File: src/sat_pkg.sv
/*
  shared definitions for the SAT state list
    level and bin id widths and types
    variable value codes and state word layout
    conflict analysis FSM states
*/
`default_nettype none

package sat_pkg;

    localparam int LVL_W = 4;
    localparam int BIN_W = 4;

    typedef logic [LVL_W-1:0] lvl_t;
    typedef logic [BIN_W-1:0] bin_id_t;
    typedef logic [1:0]       var_val_t;

    localparam var_val_t VAL_FREE  = 2'd0;
    localparam var_val_t VAL_FALSE = 2'd1;
    localparam var_val_t VAL_TRUE  = 2'd2;

    // flag | value | level
    typedef logic [6:0] var_state_t;

    localparam int VS_FLAG    = 6;
    localparam int VS_VAL_LSB = 4;
    localparam int VS_LVL_LSB = 0;

    typedef enum logic [2:0] {
        ANALYZE_IDLE = 3'd0,
        FIND_LEARNTC = 3'd1,
        ADD_LEARNTC  = 3'd2,
        ANALYZE_DONE = 3'd3,
        ANALYZE_WAIT = 3'd4
    } analyze_state_e;

endpackage

`default_nettype wire

File: src/var_state_array.sv
/*
  per-variable state registers
    load, decision assignment, backtrack freeing
    free mask, learnt literals, max conflict level
*/
`timescale 1ns/1ps
`default_nettype none

module var_state_array #(
    parameter int NUM_VARS = 8
) (
    input  wire                                     clk,
    input  wire                                     rst,
    input  wire [NUM_VARS-1:0]                      wr_var_states_i,
    input  wire sat_pkg::var_state_t [NUM_VARS-1:0] var_states_i,
    input  wire [NUM_VARS-1:0]                      decided_onehot_i,
    input  wire sat_pkg::lvl_t                      cur_lvl_i,
    input  wire                                     apply_bkt_i,
    input  wire sat_pkg::lvl_t                      bkt_lvl_i,
    output sat_pkg::var_state_t [NUM_VARS-1:0]      var_states_o,
    output logic [NUM_VARS-1:0]                     free_mask_o,
    output logic [NUM_VARS-1:0]                     conflict_flags_o,
    output logic [2*NUM_VARS-1:0]                   learnt_lit_o,
    output sat_pkg::lvl_t                           max_lvl_o
);

    localparam int VAL_W = $bits(sat_pkg::var_val_t);

    sat_pkg::var_state_t [NUM_VARS-1:0] vs_q;
    sat_pkg::var_val_t                  val_w [NUM_VARS];
    sat_pkg::lvl_t                      lvl_w [NUM_VARS];
    sat_pkg::lvl_t                      next_lvl_w;

    assign next_lvl_w   = cur_lvl_i + sat_pkg::lvl_t'(1);
    assign var_states_o = vs_q;

    // field split of each word
    always_comb begin
        for (int i = 0; i < NUM_VARS; i++) begin
            val_w[i]            = vs_q[i][sat_pkg::VS_VAL_LSB +: VAL_W];
            lvl_w[i]            = vs_q[i][sat_pkg::VS_LVL_LSB +: sat_pkg::LVL_W];
            conflict_flags_o[i] = vs_q[i][sat_pkg::VS_FLAG];
            free_mask_o[i]      = (val_w[i] == sat_pkg::VAL_FREE);
        end
    end

    // load wins over decision, decision over backtrack
    always_ff @(posedge clk) begin
        if (!rst) begin
            vs_q <= '0;
        end else begin
            for (int i = 0; i < NUM_VARS; i++) begin
                if (wr_var_states_i[i]) begin
                    vs_q[i] <= var_states_i[i];
                end else if (decided_onehot_i[i]) begin
                    vs_q[i][sat_pkg::VS_VAL_LSB +: VAL_W]         <= sat_pkg::VAL_FALSE;
                    vs_q[i][sat_pkg::VS_LVL_LSB +: sat_pkg::LVL_W] <= next_lvl_w;
                end else if (apply_bkt_i) begin
                    vs_q[i][sat_pkg::VS_FLAG] <= 1'b0;
                    if (lvl_w[i] > bkt_lvl_i) begin
                        vs_q[i][sat_pkg::VS_VAL_LSB +: VAL_W]         <= sat_pkg::VAL_FREE;
                        vs_q[i][sat_pkg::VS_LVL_LSB +: sat_pkg::LVL_W] <= '0;
                    end
                end
            end
        end
    end

    // learnt literal is the negated value of each flagged variable
    always_comb begin
        max_lvl_o = '0;
        for (int i = 0; i < NUM_VARS; i++) begin
            learnt_lit_o[2*i +: 2] = '0;
            if (conflict_flags_o[i]) begin
                if (val_w[i] == sat_pkg::VAL_TRUE) begin
                    learnt_lit_o[2*i +: 2] = sat_pkg::VAL_FALSE;
                end else if (val_w[i] == sat_pkg::VAL_FALSE) begin
                    learnt_lit_o[2*i +: 2] = sat_pkg::VAL_TRUE;
                end
                // only assigned vars below the current level count
                if (val_w[i] != sat_pkg::VAL_FREE && lvl_w[i] < cur_lvl_i
                        && lvl_w[i] > max_lvl_o) begin
                    max_lvl_o = lvl_w[i];
                end
            end
        end
    end

    // decision unit assigns one variable at most
    a_decide_onehot: assert property (
        @(posedge clk) disable iff (!rst) $onehot0(decided_onehot_i)
    );

endmodule

`default_nettype wire

File: src/lvl_state_array.sv
/*
  per-level bin id registers
    written on decision, cleared above the backtrack level
    bin lookup for the max conflict level
*/
`timescale 1ns/1ps
`default_nettype none

module lvl_state_array #(
    parameter int NUM_LVLS = 8
) (
    input  wire                              clk,
    input  wire                              rst,
    input  wire                              decide_en_i,
    input  wire sat_pkg::lvl_t               new_lvl_i,
    input  wire sat_pkg::bin_id_t            cur_bin_num_i,
    input  wire                              apply_bkt_i,
    input  wire sat_pkg::lvl_t               bkt_lvl_i,
    input  wire sat_pkg::lvl_t               max_lvl_i,
    output sat_pkg::bin_id_t [NUM_LVLS-1:0]  lvl_states_o,
    output sat_pkg::bin_id_t                 bin_at_max_o
);

    // entry k belongs to level k+1
    sat_pkg::bin_id_t [NUM_LVLS-1:0] bins_q;

    assign lvl_states_o = bins_q;

    always_ff @(posedge clk) begin
        if (!rst) begin
            bins_q <= '0;
        end else begin
            for (int k = 0; k < NUM_LVLS; k++) begin
                if (decide_en_i && new_lvl_i == sat_pkg::lvl_t'(k + 1)) begin
                    bins_q[k] <= cur_bin_num_i;
                end else if (apply_bkt_i && sat_pkg::lvl_t'(k + 1) > bkt_lvl_i) begin
                    bins_q[k] <= '0;
                end
            end
        end
    end

    // level 0 has no bin of its own
    always_comb begin
        bin_at_max_o = '0;
        for (int k = 0; k < NUM_LVLS; k++) begin
            if (max_lvl_i == sat_pkg::lvl_t'(k + 1)) begin
                bin_at_max_o = bins_q[k];
            end
        end
    end

    a_new_lvl_range: assert property (
        @(posedge clk) disable iff (!rst) decide_en_i |-> (new_lvl_i <= NUM_LVLS)
    );

endmodule

`default_nettype wire

File: src/decision_unit.sv
/*
  current level register and decision logic
    lowest free variable pick
    decision and backtrack done pulses
*/
`timescale 1ns/1ps
`default_nettype none

module decision_unit #(
    parameter int NUM_VARS = 8
) (
    input  wire                 clk,
    input  wire                 rst,
    input  wire                 load_lvl_en_i,
    input  wire sat_pkg::lvl_t  load_lvl_i,
    input  wire                 start_decision_i,
    input  wire [NUM_VARS-1:0]  free_mask_i,
    input  wire                 apply_bkt_i,
    input  wire sat_pkg::lvl_t  bkt_lvl_i,
    output logic [NUM_VARS-1:0] decided_onehot_o,
    output logic                decide_en_o,
    output sat_pkg::lvl_t       new_lvl_o,
    output sat_pkg::lvl_t       cur_lvl_o,
    output logic                done_decision_o,
    output logic                done_bkt_o
);

    sat_pkg::lvl_t       cur_lvl_q;
    logic [NUM_VARS-1:0] pick_w;
    logic                any_free_w;

    // priority search from index 0
    always_comb begin
        logic found;
        found  = 1'b0;
        pick_w = '0;
        for (int i = 0; i < NUM_VARS; i++) begin
            if (free_mask_i[i] && !found) begin
                pick_w[i] = 1'b1;
                found     = 1'b1;
            end
        end
    end

    assign any_free_w       = |free_mask_i;
    assign decide_en_o      = start_decision_i & any_free_w;
    assign decided_onehot_o = start_decision_i ? pick_w : '0;
    assign new_lvl_o        = cur_lvl_q + sat_pkg::lvl_t'(1);
    assign cur_lvl_o        = cur_lvl_q;

    always_ff @(posedge clk) begin
        if (!rst) begin
            cur_lvl_q <= '0;
        end else if (load_lvl_en_i) begin
            cur_lvl_q <= load_lvl_i;
        end else if (decide_en_o) begin
            cur_lvl_q <= new_lvl_o;
        end else if (apply_bkt_i) begin
            cur_lvl_q <= bkt_lvl_i;
        end
    end

    // done pulses one cycle after the request, even with nothing free
    always_ff @(posedge clk) begin
        if (!rst) begin
            done_decision_o <= 1'b0;
            done_bkt_o      <= 1'b0;
        end else begin
            done_decision_o <= start_decision_i;
            done_bkt_o      <= apply_bkt_i;
        end
    end

    a_no_decide_bkt: assert property (
        @(posedge clk) disable iff (!rst) !(start_decision_i && apply_bkt_i)
    );

endmodule

`default_nettype wire

File: src/analyze_ctrl.sv
/*
  conflict analysis FSM
    settle check on the conflict flags
    learnt clause and done pulses
    backtrack level and bin registers
*/
`timescale 1ns/1ps
`default_nettype none

module analyze_ctrl #(
    parameter int NUM_VARS = 8
) (
    input  wire                    clk,
    input  wire                    rst,
    input  wire                    apply_analyze_i,
    input  wire [NUM_VARS-1:0]     conflict_flags_i,
    input  wire sat_pkg::lvl_t     max_lvl_i,
    input  wire sat_pkg::bin_id_t  bin_at_max_i,
    output logic                   add_learntc_en_o,
    output logic                   done_analyze_o,
    output sat_pkg::lvl_t          bkt_lvl_o,
    output sat_pkg::bin_id_t       bkt_bin_o
);

    sat_pkg::analyze_state_e state_q;
    sat_pkg::analyze_state_e state_d;
    logic [NUM_VARS-1:0]     flags_pre_q;

    always_ff @(posedge clk) begin
        if (!rst) begin
            state_q     <= sat_pkg::ANALYZE_IDLE;
            flags_pre_q <= '0;
        end else begin
            state_q     <= state_d;
            flags_pre_q <= conflict_flags_i;
        end
    end

    always_comb begin
        state_d = state_q;
        case (state_q)
            sat_pkg::ANALYZE_IDLE: begin
                if (apply_analyze_i) begin
                    state_d = sat_pkg::FIND_LEARNTC;
                end
            end
            // wait for the flags to stop moving
            sat_pkg::FIND_LEARNTC: begin
                if (conflict_flags_i == flags_pre_q) begin
                    state_d = sat_pkg::ADD_LEARNTC;
                end
            end
            sat_pkg::ADD_LEARNTC:  state_d = sat_pkg::ANALYZE_DONE;
            sat_pkg::ANALYZE_DONE: state_d = sat_pkg::ANALYZE_WAIT;
            // controller drops the request once it has seen done
            sat_pkg::ANALYZE_WAIT: begin
                if (!apply_analyze_i) begin
                    state_d = sat_pkg::ANALYZE_IDLE;
                end
            end
            default: state_d = sat_pkg::ANALYZE_IDLE;
        endcase
    end

    always_ff @(posedge clk) begin
        if (!rst) begin
            add_learntc_en_o <= 1'b0;
            done_analyze_o   <= 1'b0;
            bkt_lvl_o        <= '0;
            bkt_bin_o        <= '0;
        end else begin
            add_learntc_en_o <= (state_q == sat_pkg::ADD_LEARNTC);
            done_analyze_o   <= (state_q == sat_pkg::ANALYZE_DONE);
            if (state_q == sat_pkg::ANALYZE_DONE) begin
                bkt_lvl_o <= max_lvl_i;
                bkt_bin_o <= bin_at_max_i;
            end
        end
    end

    a_learnt_then_done: assert property (
        @(posedge clk) disable iff (!rst) add_learntc_en_o |=> done_analyze_o
    );

endmodule

`default_nettype wire

File: src/state_list.sv
/*
  state list top level
    variable and level state arrays
    decision unit and conflict analysis control
*/
`timescale 1ns/1ps
`default_nettype none

module state_list #(
    parameter int NUM_VARS = 8,
    parameter int NUM_LVLS = 8
) (
    input  wire                                     clk,
    input  wire                                     rst,
    input  wire [NUM_VARS-1:0]                      wr_var_states_i,
    input  wire sat_pkg::var_state_t [NUM_VARS-1:0] var_states_i,
    output sat_pkg::var_state_t [NUM_VARS-1:0]      var_states_o,
    output logic [2*NUM_VARS-1:0]                   learnt_lit_o,
    input  wire                                     load_lvl_en_i,
    input  wire sat_pkg::lvl_t                      load_lvl_i,
    input  wire                                     start_decision_i,
    input  wire sat_pkg::bin_id_t                   cur_bin_num_i,
    output sat_pkg::lvl_t                           cur_lvl_o,
    output logic                                    done_decision_o,
    output logic                                    find_conflict_o,
    input  wire                                     apply_analyze_i,
    output logic                                    add_learntc_en_o,
    output logic                                    done_analyze_o,
    output sat_pkg::lvl_t                           bkt_lvl_o,
    output sat_pkg::bin_id_t                        bkt_bin_o,
    input  wire                                     apply_bkt_i,
    output logic                                    done_bkt_o,
    output sat_pkg::bin_id_t [NUM_LVLS-1:0]         lvl_states_o
);

    logic [NUM_VARS-1:0] decided_onehot;
    logic [NUM_VARS-1:0] free_mask;
    logic [NUM_VARS-1:0] conflict_flags;
    logic                decide_en;
    sat_pkg::lvl_t       new_lvl;
    sat_pkg::lvl_t       max_lvl;
    sat_pkg::bin_id_t    bin_at_max;

    assign find_conflict_o = |conflict_flags;

    var_state_array #(.NUM_VARS(NUM_VARS)) u_var_state_array (
        .clk              (clk),
        .rst              (rst),
        .wr_var_states_i  (wr_var_states_i),
        .var_states_i     (var_states_i),
        .decided_onehot_i (decided_onehot),
        .cur_lvl_i        (cur_lvl_o),
        .apply_bkt_i      (apply_bkt_i),
        .bkt_lvl_i        (bkt_lvl_o),
        .var_states_o     (var_states_o),
        .free_mask_o      (free_mask),
        .conflict_flags_o (conflict_flags),
        .learnt_lit_o     (learnt_lit_o),
        .max_lvl_o        (max_lvl)
    );

    lvl_state_array #(.NUM_LVLS(NUM_LVLS)) u_lvl_state_array (
        .clk           (clk),
        .rst           (rst),
        .decide_en_i   (decide_en),
        .new_lvl_i     (new_lvl),
        .cur_bin_num_i (cur_bin_num_i),
        .apply_bkt_i   (apply_bkt_i),
        .bkt_lvl_i     (bkt_lvl_o),
        .max_lvl_i     (max_lvl),
        .lvl_states_o  (lvl_states_o),
        .bin_at_max_o  (bin_at_max)
    );

    decision_unit #(.NUM_VARS(NUM_VARS)) u_decision_unit (
        .clk              (clk),
        .rst              (rst),
        .load_lvl_en_i    (load_lvl_en_i),
        .load_lvl_i       (load_lvl_i),
        .start_decision_i (start_decision_i),
        .free_mask_i      (free_mask),
        .apply_bkt_i      (apply_bkt_i),
        .bkt_lvl_i        (bkt_lvl_o),
        .decided_onehot_o (decided_onehot),
        .decide_en_o      (decide_en),
        .new_lvl_o        (new_lvl),
        .cur_lvl_o        (cur_lvl_o),
        .done_decision_o  (done_decision_o),
        .done_bkt_o       (done_bkt_o)
    );

    analyze_ctrl #(.NUM_VARS(NUM_VARS)) u_analyze_ctrl (
        .clk              (clk),
        .rst              (rst),
        .apply_analyze_i  (apply_analyze_i),
        .conflict_flags_i (conflict_flags),
        .max_lvl_i        (max_lvl),
        .bin_at_max_i     (bin_at_max),
        .add_learntc_en_o (add_learntc_en_o),
        .done_analyze_o   (done_analyze_o),
        .bkt_lvl_o        (bkt_lvl_o),
        .bkt_bin_o        (bkt_bin_o)
    );

endmodule

`default_nettype wire

File: config.mk
export PLATFORM = sky130hd
export DESIGN_NAME = state_list
export DESIGN_NICKNAME = d
export VERILOG_FILES = /design/src/sat_pkg.sv /design/src/var_state_array.sv /design/src/lvl_state_array.sv /design/src/decision_unit.sv /design/src/analyze_ctrl.sv /design/src/state_list.sv
export SDC_FILE = /design/constraint.sdc
export NUM_CORES = 1
export LEC_CHECK = 0
export BUFFER_PORTS_ARGS = -buffer_cell sky130_fd_sc_hd__buf_4
export CAP_MARGIN = 0
export CORE_MARGIN = 1.5
export CORE_UTILIZATION = 55
export CTS_CLUSTER_SIZE = 30
export DETAILED_ROUTE_END_ITERATION = 10
export PLACE_DENSITY_LB_ADDON = 0.3
export SYNTH_ARGS = -nofsm -noshare
export SYNTH_HDL_FRONTEND = slang
export SYNTH_SLANG_ARGS = --single-unit
File: constraint.sdc
create_clock -name clk -period 30.4 [get_ports clk]
set_clock_uncertainty 0.15 [all_clocks]
set_input_delay 6.08 -clock clk [delete_from_list [all_inputs] [get_ports clk]]
set_output_delay 6.08 -clock clk [all_outputs]
set_load 0.01 [all_outputs]
==> After elaboration in Yosys (flattened, before gate mapping) <==
Index checks and enable logic that the tools add are counted.
{ "word_totals": {"regBits": 115, "inputBits": 78, "output_inout_bits": 121, "elab_cells": 356} }
{ "classes": {"addsub": 1, "n_lt_le_gt_ge": 32, "n_eq_ne": 48, "mux": 126, "n_bitwise": 1, "reduce_logical": 115} }
{ "op_table": {"columns": ["op", "n"], "rows": [
  ["$mux W4", 43],
  ["$mux W7", 16],
  ["$mux W6", 16],
  ["$gt A4 B4 Y1", 15],
  ["$reduce_bool A3 Y1", 17],
  ["$mux W2", 24],
  ["$reduce_bool A2 Y1", 24],
  ["$logic_and A1 B1 Y1", 39],
  ["$eq A4 B3 Y1 const B", 8],
  ["$lt A4 B4 Y1", 8],
  ["$reduce_and A2 Y1", 16],
  ["$mux W1", 22],
  ["$ne A2 B2 Y1 const B", 10],
  ["$eq A2 B1 Y1 const B", 8],
  ["$eq A2 B2 Y1 const B", 8],
  ["$eq A4 B2 Y1 const B", 4],
  ["$gt A3 B4 Y1 const A", 4],
  ["$logic_not A2 Y1", 8],
  ["$reduce_or A8 Y1", 2],
  ["$pmux W3 S5", 1],
  ["$mux W3", 3],
  ["$eq A4 B1 Y1 const B", 2],
  ["$eq A4 B4 Y1 const B", 2],
  ["$eq A8 B8 Y1", 1],
  ["14 further kinds", 22]
]} }

==> Depth between registers and ports, before layout <==
Gate-level depths: netlist of run 1.
{ "logic_depth": {"ltp_word": 42, "ltp_mapped": 68} }

==> Modules after synthesis <==
A second synthesis of run 1 with hierarchy kept.
{ "unflattened": {"cells_unflattened": 987, "hier_area_um2": 8500.7} }
{ "by_module_without_submodules": {"columns": ["mod", "instances", "cells_per_inst", "area_per_inst_um2", "seq_area_each_um2"], "rows": [
  ["var_state_array", 1, 640, 5465.2, 1121.1],
  ["lvl_state_array", 1, 214, 1798.0, 640.6],
  ["analyze_ctrl", 1, 81, 785.8, 420.4],
  ["decision_unit", 1, 49, 435.4, 120.1],
  ["state_list", 1, 3, 16.3, 0.0]
]} }

==> Worst setup path after synthesis of run 1 <==
No wires, ideal clock.
{ "synth_timing": {"path_type": "register -> register", "from": "reg u_decision_unit.cur_lvl_q[1] (netlist: u_decision_unit.cur_lvl_o[1])", "to": "reg u_analyze_ctrl.bkt_bin_o[0]", "t_arrival_ns": 11.508, "t_required_ns": 30.128, "slack_ns": 18.620, "stages_incl_launch_ff": 67, "path_buffers": 2, "path_cell_list": "dfxtp_1 inv_1 ha_1 a211o_1 a21oi_1 nand2_1 ha_1 and2_1 a311oi_1 a21boi_2 and2_1 buf_2 nor2_1 a21oi_1 ha_1 inv_1 a31oi_1 and4b_4 [31 not listed] a31oi_1 nor2b_1 o21ai_0 o31a_1 a311oi_4 mux2i_1 inv_1 ha_1 a21oi_1 nor2b_1 o21ai_0 o31ai_1 a211o_1 nand2_1 a21bo_4 mux2_1 o211ai_1 o21ai_1"} }
{ "synth_between": {"elab_chain_len": 42} }
{ "synth_rtl": {"columns": ["element", "line", "text"], "rows": [
  ["start: declaration", "decision_unit.sv:28", "sat_pkg::lvl_t cur_lvl_q;"],
  ["start signal: assignment", "decision_unit.sv:55", "cur_lvl_q <= load_lvl_i;"],
  ["start signal: assignment", "decision_unit.sv:57", "cur_lvl_q <= new_lvl_o;"],
  ["start signal: assignment", "decision_unit.sv:59", "cur_lvl_q <= bkt_lvl_i;"],
  ["$lt A4 B4 Y1", "var_state_array.sv:81", "if (val_w[i] != sat_pkg::VAL_FREE && lvl_w[i] < cur_lvl_i"],
  ["$logic_and A1 B1 Y1", "var_state_array.sv:81", null],
  ["$logic_and A1 B1 Y1", "var_state_array.sv:82", "&& lvl_w[i] > max_lvl_o) begin"],
  ["$mux W4", "var_state_array.sv:81", null],
  ["$mux W4", "var_state_array.sv:74", "if (conflict_flags_o[i]) begin"],
  ["$gt A4 B4 Y1", "var_state_array.sv:82", null],
  ["$logic_and A1 B1 Y1", "var_state_array.sv:82", null],
  ["$mux W4", "var_state_array.sv:81", null],
  ["[20 not listed]", null, null],
  ["$mux W4", "var_state_array.sv:74", null],
  ["$gt A4 B4 Y1", "var_state_array.sv:82", null],
  ["$logic_and A1 B1 Y1", "var_state_array.sv:82", null],
  ["$mux W4", "var_state_array.sv:81", null],
  ["$mux W4 (*)", "var_state_array.sv:74", null],
  ["$eq A4 B1 Y1", "lvl_state_array.sv:47", "if (max_lvl_i == sat_pkg::lvl_t'(k + 1)) begin"],
  ["$mux W4 (7 in series)", "lvl_state_array.sv:47", null],
  ["$mux W4 (*)", "lvl_state_array.sv:47", null],
  ["end signal: assignment", "analyze_ctrl.sv:76", "bkt_bin_o <= bin_at_max_i;"],
  ["end: declaration", "analyze_ctrl.sv:22", "output sat_pkg::bin_id_t bkt_bin_o"]
]} }
Mark *: on every way between the ends. The rest lies on a longest branch, timed or not.
A chain may end at the register's enable or synchronous reset.

==> Final worst setup path of run 1 <==
{ "layout_timing": {"from": "reg u_decision_unit.cur_lvl_q[1] (netlist: u_decision_unit.cur_lvl_o[1])", "to": "reg u_analyze_ctrl.bkt_bin_o[3]"} }
The elaborated chain is that of the path after synthesis.

==> impl_metrics.yaml, run 1 <==
outcome:
  status: "complete, no violations"
synth:
  synth_top_cell_area_share_pct: 26.8
  synthArstFlopShare_pct: 0
  ys_ff_latch: 115
  syn_avg_cell_area_sq_um: 8.18
  synth_top_area_cell: "dfxtp_1"
  netlist_area_sq_um: 8590
  synth_ff_type: "dfxtp_1"
  synth_edf_count: 0
  syn_nets: 1207
  synthCells: 1050
  synth_warnings: 0
  yosysSeqAreaShare_pct: 26.8
  ys_types: 87
  synth_area_leaders: "dfxtp_1 (27%), ha_1 (12%), nor2b_1 (4.1%)"
route:
  drc: 0
  viasPerCell: 6.36
  dr.pass1.iters: 8
  routed-via-count: 9090
  ant_nets: 0
  drt_iter0_markers: 809
  routedWlPerCell_um: 20.3
  totalWireLength_um: 29100
power_and_ir_drop:
  leakage_nw: 4.67
  ir_drop_uv: 40.9
  power.total_uw: 458
  power.density_nw_per_um2: 42.6
clocking:
  cts_resized: 0
  clock_path_buffers: 2
  numCtsBuffers: 17
  clock-sinks: 115
  clock-root-buffer: "clkbuf_16"
  h-tree-depth: 4
  hold_buffers: 0
  cts.clk_slew.worst_paths_ns: 0.06
  cts_tree: "built"
  clk_latency_ns: 0.43
  cts_setup_buffers: 0
cells_and_area:
  final_common_cell: "buf_4"
  nNetsFinal: 1386
  final_cell_mix: "buf_4 (204), dfxtp_1 (115), nand2_1 (93)"
  syn2layout_area_growth_pct: 25.1
  drive_gt1_share_pct: 23.0
  n_fill_cell: 1273
  fin_util_pct: 70.7
  final_cell_count_no_fill: 1430
  diodes: 0
  final_cell_area_sq_um: 10700
sta:
  finalSetupTns_ns: 0
  fin_hold_ws_ns: 0.359
  worst_slack_ns: 16.68
  max_freq_mhz: 72.9
  layout_min_cycle_time_ns: 13.72
  setup_viol: 0
  slew_headroom_pct: 32.9
  drv_slew: 0
  min_period_over_period_pct: 45.1
  hold_viol: 0
  rsz0062_at_grt: "false"
  worstMarginPinSlew_ns: 0.997
critical_path:
  critPathLaunchType: "register"
  worst-path-buf-inv: 6
  critPathTopFamily: "compound AO/OA/AOI/OAI gates"
  cp_common_cell: "ha_1"
  crit_arrival_ns: 13.89
  critPathKind: "register to register"
  crit_path_max_fanout: 15
  critPathRequiredTime_ns: 30.57
  max_stage_delay_ns: 0.49
  crit_slowest_cell: "mux2i_1"
  crit_path_end_kind: "register"
placement:
  dp.cells: 1398
  place_hpwl_um: 20900
  gp_congestion: 0.926
  portBuffers: 198
  place_ws_ns: 17.07
  place_area_sq_um: 10200
grt:
  grt_pass1_vias: 8513
  antenna_found_initial: 0
  grt_max_degree: 111
  grt-ovfl-total: 0
  grt_pass1_wl_um: 45000
  grt_usage_pct: 35.5
die:
  start_util_pct: 56.5
  die_area_sq_um: 16400
  rows: 45
  core_area_sq_um: 15200
  die-height_um: 128
  die_w_um: 128
  ioPinCount: 199
min_path:
  hp-class: "register to register"
run:
  maxCapViolations: 0
worst paths after layout:
check / slack (ns) / endpoint / cells past startpoint / from
worst max-delay path: 16.68 / u_analyze_ctrl.bkt_bin_o[3] / 62 / u_decision_unit.cur_lvl_o[1]
worst min-delay path: 0.36 / u_lvl_state_array.lvl_states_o[1] / 2 / u_lvl_state_array.lvl_states_o[1]
worst max register to register: 16.68 / u_analyze_ctrl.bkt_bin_o[3] / 62 / u_decision_unit.cur_lvl_o[1]
worst min register to register: 0.36 / u_lvl_state_array.lvl_states_o[1] / 2 / u_lvl_state_array.lvl_states_o[1]
worst min-delay path, delay by kind of cell (launching register included):
| kind | cells | cell delay, ns |
|---|---|---|
| compound gates | 1 | 0.07 |
| flops | 1 | 0.33 |
| simple gates | 1 | 0.06 |
per-layer routing:
layer	GRT usage, %	part of all wire (%)	vias to the layer above
li1	-	-	4236
met1	46.6	43	4279
met2	55.0	44	482
met3	8.72	9.1	93
met4	16.5	3.8	0
met5	0	0	-
synth_stat cells (5+ instances only):
cell      number
dfxtp_1      115
nand2_1       93
ha_1          79
o21ai_0       60
inv_1         57
nor2b_1       57
nor2_1        55
nand3_1       49
and2_1        45
a21boi_0      39
clkbuf_1      39
a21oi_1       37
a22oi_1       29
nand2b_1      18
o21a_1        15
a221oi_1      14
mux2_2        14
nor3_1        14
xor2_1        12
nor3b_1       10
o22ai_1       10
a222oi_1       9
o211ai_1       9
nand4_1        8
a31oi_1        7
and3b_1        7
mux2i_1        7
nor4_1         6
o21ai_1        6
a21o_1         5
a32oi_1        5
and3_1         5
mux2_1         5
nor4bb_1       5
o211a_1        5
o21bai_1       5
xnor2_1        5
report_power, final:
part           total (mW)  switching (mW)  internal, mW  leakage, nW
Clock               0.191          0.0786         0.113        0.271
Sequential          0.170          0.0127         0.157        0.940
Combinational      0.0971          0.0531        0.0440         3.46
Total               0.458           0.144         0.314         4.67
logic make-up after synthesis:
kind of cell               after synthesis  synth area share (%)
AOI/OAI and AO/OA                      314                  26.9
and+or+nand+nor                        392                  24.5
xor gates and xnor gates                17                  1.73
adders and majority gates               79                  11.5
DFF                                    115                  26.8
muxes                                   29                  3.83
buffers and inverters                  104                  4.75
area by class of cell:
cell class	count	area (sq um)	share of cell area, %
Clock inverter	15	136	1.27
Timing Repair Buffer	204	1530	14.3
Clock buffer	17	425	3.96
Tap cell	188	235	2.19
Sequential cell	115	2300	21.4
Inverter	60	225	2.10
Multi-Input combinational cell	831	5890	54.8
state kept, by name (all words and copies together) (netlist names):
| name | count |
|---|---|
| u_decision_unit.done_bkt_o | 1 |
| u_analyze_ctrl.flags_pre_q | 8 |
| u_lvl_state_array.lvl_states_o | 32 |
| u_decision_unit.cur_lvl_o | 4 |
| u_analyze_ctrl.bkt_lvl_o | 4 |
| u_analyze_ctrl.state_q | 3 |
| u_var_state_array.var_states_o | 48 |
| u_decision_unit.done_decision_o | 1 |
| u_analyze_ctrl.bkt_bin_o | 4 |
| u_var_state_array.conflict_flags_o | 8 |
| u_analyze_ctrl.done_analyze_o | 1 |
| u_analyze_ctrl.add_learntc_en_o | 1 |
Power figures use the tool's default switching activity.
==> inputs of run 2 (changes only) <==
==> constraint.sdc (replaced) <==
create_clock -name clk -period 13.6 [get_ports clk]
set_clock_uncertainty 0.15 [all_clocks]
set_input_delay 2.72 -clock clk [delete_from_list [all_inputs] [get_ports clk]]
set_output_delay 2.72 -clock clk [all_outputs]
set_load 0.01 [all_outputs]
==> run 2 against run 1 <==
Compared with the run above:
- non-clock buffer count grew 6
- global-route usage down 0.34 points
- register-to-register slack worse by 16 ns
==> impl_metrics.yaml, run 2 (synthesized netlist as in run 1, its figures left out) <==
outcome:
  status: "complete, no violations"
placement:
  portBuffers: 198
  gp_congestion: 0.925
  place_hpwl_um: 20600
  place_area_sq_um: 10200
grt:
  top_usage_layer: "met2"
  use_met3_pct: 9.47
  grt-ovfl-total: 0
  grt.met1_usage_pct: 45.3
  grt_pass1_wl_um: 44700
  antenna_found_initial: 0
  grt_usage_pct: 35.2
  grt_pass1_vias: 8374
  gr-usage-met2_pct: 55.9
  grt_max_degree: 111
die:
  ioPinCount: 199
  rows: 45
  start_util_pct: 56.5
  die_w_um: 128
  die_area_sq_um: 16400
  core_area_sq_um: 15200
  die-height_um: 128
critical_path:
  critPathKind: "register to register"
  critPathTopFamily: "compound AO/OA/AOI/OAI gates"
  critPathLaunchType: "register"
  crit_path_max_fanout: 15
  r2r_start: "u_decision_unit.cur_lvl_o[3]"
  crit_arrival_ns: 13.00
  r2r_setup_slack_ns: 0.75
  crit_path_end_kind: "register"
  crit_slowest_cell: "a211o_2"
  max_stage_delay_ns: 0.44
  worstSetupPathDepth: 65
  critPathRequiredTime_ns: 13.76
  r2r-end: "u_analyze_ctrl.bkt_bin_o[3]"
  worst-path-buf-inv: 8
  cp_common_cell: "ha_1"
  rr_worst_depth: 65
sta:
  setup_viol: 0
  hold_viol: 0
  layout_min_cycle_time_ns: 12.85
  max_freq_mhz: 77.9
  worstMarginPinSlew_ns: 1.07
  drv_slew: 0
  fin_hold_ws_ns: 0.352
  min_period_over_period_pct: 94.4
  slew_headroom_pct: 27.7
route:
  totalWireLength_um: 29000
  viasPerCell: 6.29
  routed-via-count: 9032
  routedWlPerCell_um: 20.2
  drc: 0
  ant_nets: 0
  drt_iter0_markers: 699
  dr.pass1.iters: 5
clocking:
  clk_latency_ns: 0.43
  clock-root-buffer: "clkbuf_16"
  numCtsBuffers: 17
  h-tree-depth: 4
  hold_buffers: 0
  cts_tree: "built"
  clock-sinks: 115
  clock_path_buffers: 2
  cts.clk_slew.worst_paths_ns: 0.06
power_and_ir_drop:
  power.density_nw_per_um2: 93.5
  leakage_nw: 4.70
  ir_drop_uv: 87.8
cells_and_area:
  multiInputGateArea_sq_um: 5930
  fin_util_pct: 71.1
  final_common_cell: "buf_4"
  nNetsFinal: 1392
  syn2layout_area_growth_pct: 25.8
  final_cell_area_sq_um: 10800
  regArea_sq_um: 2300
  largest_register_ffs: 48
  drive_gt1_share_pct: 24.3
  diodes: 0
  n_fill_cell: 1263
  final_cell_mix: "buf_4 (210), dfxtp_1 (113), nand2_1 (92)"
min_path:
  worstHoldStart: "u_analyze_ctrl.bkt_bin_o[1]"
  hp-class: "register to register"
  hold_depth: 2
  holdPathEnd: "u_analyze_ctrl.bkt_bin_o[1]"
run:
  maxCapViolations: 0
==> run 2: cell count changes in the layout (fill, tap and decap cells not counted), moves of 2 or more <==
cell     delta
inv_6       +2
inv_2       +2
inv_1       -2
dfxtp_1     -2
dfxtp_2     +2
buf_4       +6
and2_2      +2
and2_1      -2
==> run 2: power by group <==
| group | total, mW | switching (mW) | internal, mW |
|---|---|---|---|
| sequential | 0.379 | 0.0281 | 0.351 |
| clock | 0.412 | 0.179 | 0.233 |
| combinational | 0.219 | 0.120 | 0.0996 |
==> run 2: how the worst max path moves through the flow <==
stage | slack (ns) | startpoint | end
6_report | 0.75 | u_decision_unit.cur_lvl_o[3] | u_analyze_ctrl.bkt_bin_o[3]
5_1_grt | -0.13 | u_decision_unit.cur_lvl_o[3] | u_analyze_ctrl.bkt_bin_o[2]
4_1_cts | 0.37 | u_decision_unit.cur_lvl_o[2] | u_analyze_ctrl.bkt_bin_o[3]
3_5_place_dp | 0.45 | u_decision_unit.cur_lvl_o[2] | u_analyze_ctrl.bkt_bin_o[3]
3_3_place_gp | 0.81 | u_decision_unit.cur_lvl_o[3] | u_analyze_ctrl.bkt_bin_o[2]
2_1_floorplan | 1.82 | u_decision_unit.cur_lvl_o[1] | u_analyze_ctrl.bkt_bin_o[0]
==> run 2: per-layer routing <==
metal  vias to the layer above  part of all wire [%]
met3                        84                    10
met5                         -                     0
met2                       486                    45
li1                       4253                     -
met1                      4209                    42
met4                         0                   3.4
==> run 2: area by class of cell <==
type,instances,area share (%)
sequential,115,21.3
tap,188,2.18
clock buffer,17,3.94
inverter,60,2.08
timing repair buffer,210,14.6
clock inverter,15,1.02
multi-input combinational,831,54.9
==> run 2: timing repair <==
action,in CTS,in global routing
gates resized for setup,0,13
endpoints found under the setup margin,0,7
setup buffers,0,5
==> run 2: metrics by stage <==
step           setup TNS, ns  cells  worst slack [ns]  power [mW]
3_3_place_gp               0   1399             0.808       0.593
3_5_place_dp               0   1399             0.454       0.597
2_1_floorplan              0   1050              1.82       0.511
6_report                   0   1436             0.755        1.01
4_1_cts                    0   1431             0.375        1.00
5_1_grt               -0.425   1436            -0.125        1.05
==> run 2: worst reg2reg max path: cells and delay by family (launching register included) <==
kind	cells	cell delay, ns
mux	5	1.65
compound gates	27	5.11
buf+inv	8	0.83
fa+ha+maj	8	2.18
flops	1	0.39
simple gates	17	2.43
==> inputs of run 3 (changes only) <==
--- a/config.mk
+++ b/config.mk
@@ -12,6 +12,7 @@
 export CTS_CLUSTER_SIZE = 30
 export DETAILED_ROUTE_END_ITERATION = 10
 export PLACE_DENSITY_LB_ADDON = 0.3
+export REMOVE_ABC_BUFFERS = 1
 export SYNTH_ARGS = -nofsm -noshare
 export SYNTH_HDL_FRONTEND = slang
 export SYNTH_SLANG_ARGS = --single-unit
==> run 3 against run 2 <==
Compared with the run above:
- clock-buffer cell count unchanged
- register-to-register slack got worse by 0.06 ns
- non-clock buffer count increased by 3
- cell count increased by 0.21%
- global-route usage decreased by 0.70 points
- clock power increased by 12%
==> impl_metrics.yaml, run 3 (synthesized netlist as in run 1, its figures left out) <==
route:
  totalWireLength_um: 28800
  ant_nets: 0
  drc: 0
  routedWlPerCell_um: 20.0
  routed-via-count: 9129
  drt_iter0_markers: 740
  viasPerCell: 6.34
  dr.pass1.iters: 8
sta:
  slew_headroom_pct: 28.0
  hold_viol: 0
  min_period_over_period_pct: 94.9
  finalSetupTns_ns: 0
  fin_hold_ws_ns: 0.363
  layout_min_cycle_time_ns: 12.91
  max_freq_mhz: 77.5
  worstMarginPinSlew_ns: 1.07
  drv_slew: 0
  setup_viol: 0
critical_path:
  cp_common_cell: "ha_1"
  timing.critical_path.from: "u_decision_unit.cur_lvl_o[3]"
  crit_arrival_ns: 13.06
  crit_path_end_kind: "register"
  crit_path_max_fanout: 15
  r2r_start: "u_decision_unit.cur_lvl_o[3]"
  critPathKind: "register to register"
  critPathLaunchType: "register"
  critPathRequiredTime_ns: 13.75
  max_stage_delay_ns: 0.44
  crit_slowest_cell: "dfxtp_1"
cells_and_area:
  syn2layout_area_growth_pct: 27.0
  fin_util_pct: 71.8
  largest_register_ffs: 48
  final_cell_mix: "buf_4 (213), dfxtp_1 (114), nand2_1 (92)"
  n_fill_cell: 1259
  drive_gt1_share_pct: 24.7
  diodes: 0
  final_common_cell: "buf_4"
  nNetsFinal: 1395
  final_cell_count_no_fill: 1439
power_and_ir_drop:
  ir_drop_uv: 85.4
  power.density_nw_per_um2: 97.2
  leakage_nw: 4.74
grt:
  grt_pass1_vias: 8419
  grt-ovfl-total: 0
  grt_usage_pct: 34.5
  grt_max_degree: 111
  grt_pass1_wl_um: 44500
  antenna_found_initial: 0
die:
  die_area_sq_um: 16400
  rows: 45
  ioPinCount: 199
  core_area_sq_um: 15200
  die-height_um: 128
  start_util_pct: 56.5
  die_w_um: 128
placement:
  place_hpwl_um: 20300
  gp_congestion: 0.943
  portBuffers: 198
  dp.cells: 1399
run:
  maxCapViolations: 0
clocking:
  clock_path_buffers: 2
  numCtsBuffers: 17
  cts_tree: "built"
  clock-sinks: 115
  clock-root-buffer: "clkbuf_16"
  h-tree-depth: 4
  cts.clk_slew.worst_paths_ns: 0.06
  clk_latency_ns: 0.43
min_path:
  worstHoldStart: "u_lvl_state_array.lvl_states_o[3]"
  hp-class: "register to register"
outcome:
  status: "complete, no violations"
==> run 3: cell count changes in the layout (fill, tap and decap cells not counted), sizes merged <==
cell	delta
bufinv	+2
inv	+2
clkinvlp	+1
clkinv	-5
buf	+3
==> run 3: layout make-up <==
type	count	area, sq um	share of cell area [%]
clock buffer	17	425	3.90
tap	188	235	2.16
sequential	115	2300	21.1
multi-input combinational	831	5950	54.5
timing repair buffer	213	1600	14.7
inverter	60	229	2.10
clock inverter	15	173	1.58
==> run 3: routing by layer <==
| layer | routed length [um] | track usage, % |
|---|---|---|
| met1 | 12100 | 45.5 |
| met2 | 13000 | 55.0 |
| met3 | 2750 | 7.51 |
| met4 | 941 | 13.5 |
| met5 | 0 | 0 |
==> run 3: stage by stage <==
step	power [mW]	setup slack [ns]	area (sq um)
2_1_floorplan	0.502	1.68	8410
3_3_place_gp	0.591	0.755	10200
3_5_place_dp	0.596	0.349	10200
4_1_cts	1.05	0.291	10800
5_1_grt	1.10	-0.0994	10900
6_report	1.06	0.691	10900
==> run 3: critical path: cells and delay by family, from the launching register on <==
kind	cells	cell delay, ns
AOI/OAI and AO/OA	26	4.94
and+or+nand+nor	14	2.16
adders and majority gates	8	2.09
muxes	6	2.08
buffers and inverters	8	0.91
DFF	1	0.44
==> run 3: final timing paths <==
path                                  endpoint  slack, ns  cells past startpoint
max                u_analyze_ctrl.bkt_bin_o[3]       0.69                     62
min          u_lvl_state_array.lvl_states_o[3]       0.36                      2
max reg2reg        u_analyze_ctrl.bkt_bin_o[3]       0.69                     62
min reg2reg  u_lvl_state_array.lvl_states_o[3]       0.36                      2
==> run 3: timing repair <==
| item | CTS | global route |
|---|---|---|
| hold endpoints to repair | 0 | 0 |
| buffers inserted | 0 | 8 |
| hold buffers | 0 | 0 |
| resized for setup | 0 | 16 |
| endpoints found under the setup margin | 0 | 7 |
==> run 3: power by group <==
group,internal (mW),total [mW],switching [mW]
clock network,0.275,0.461,0.186
logic,0.100,0.220,0.120
registers,0.351,0.380,0.0285
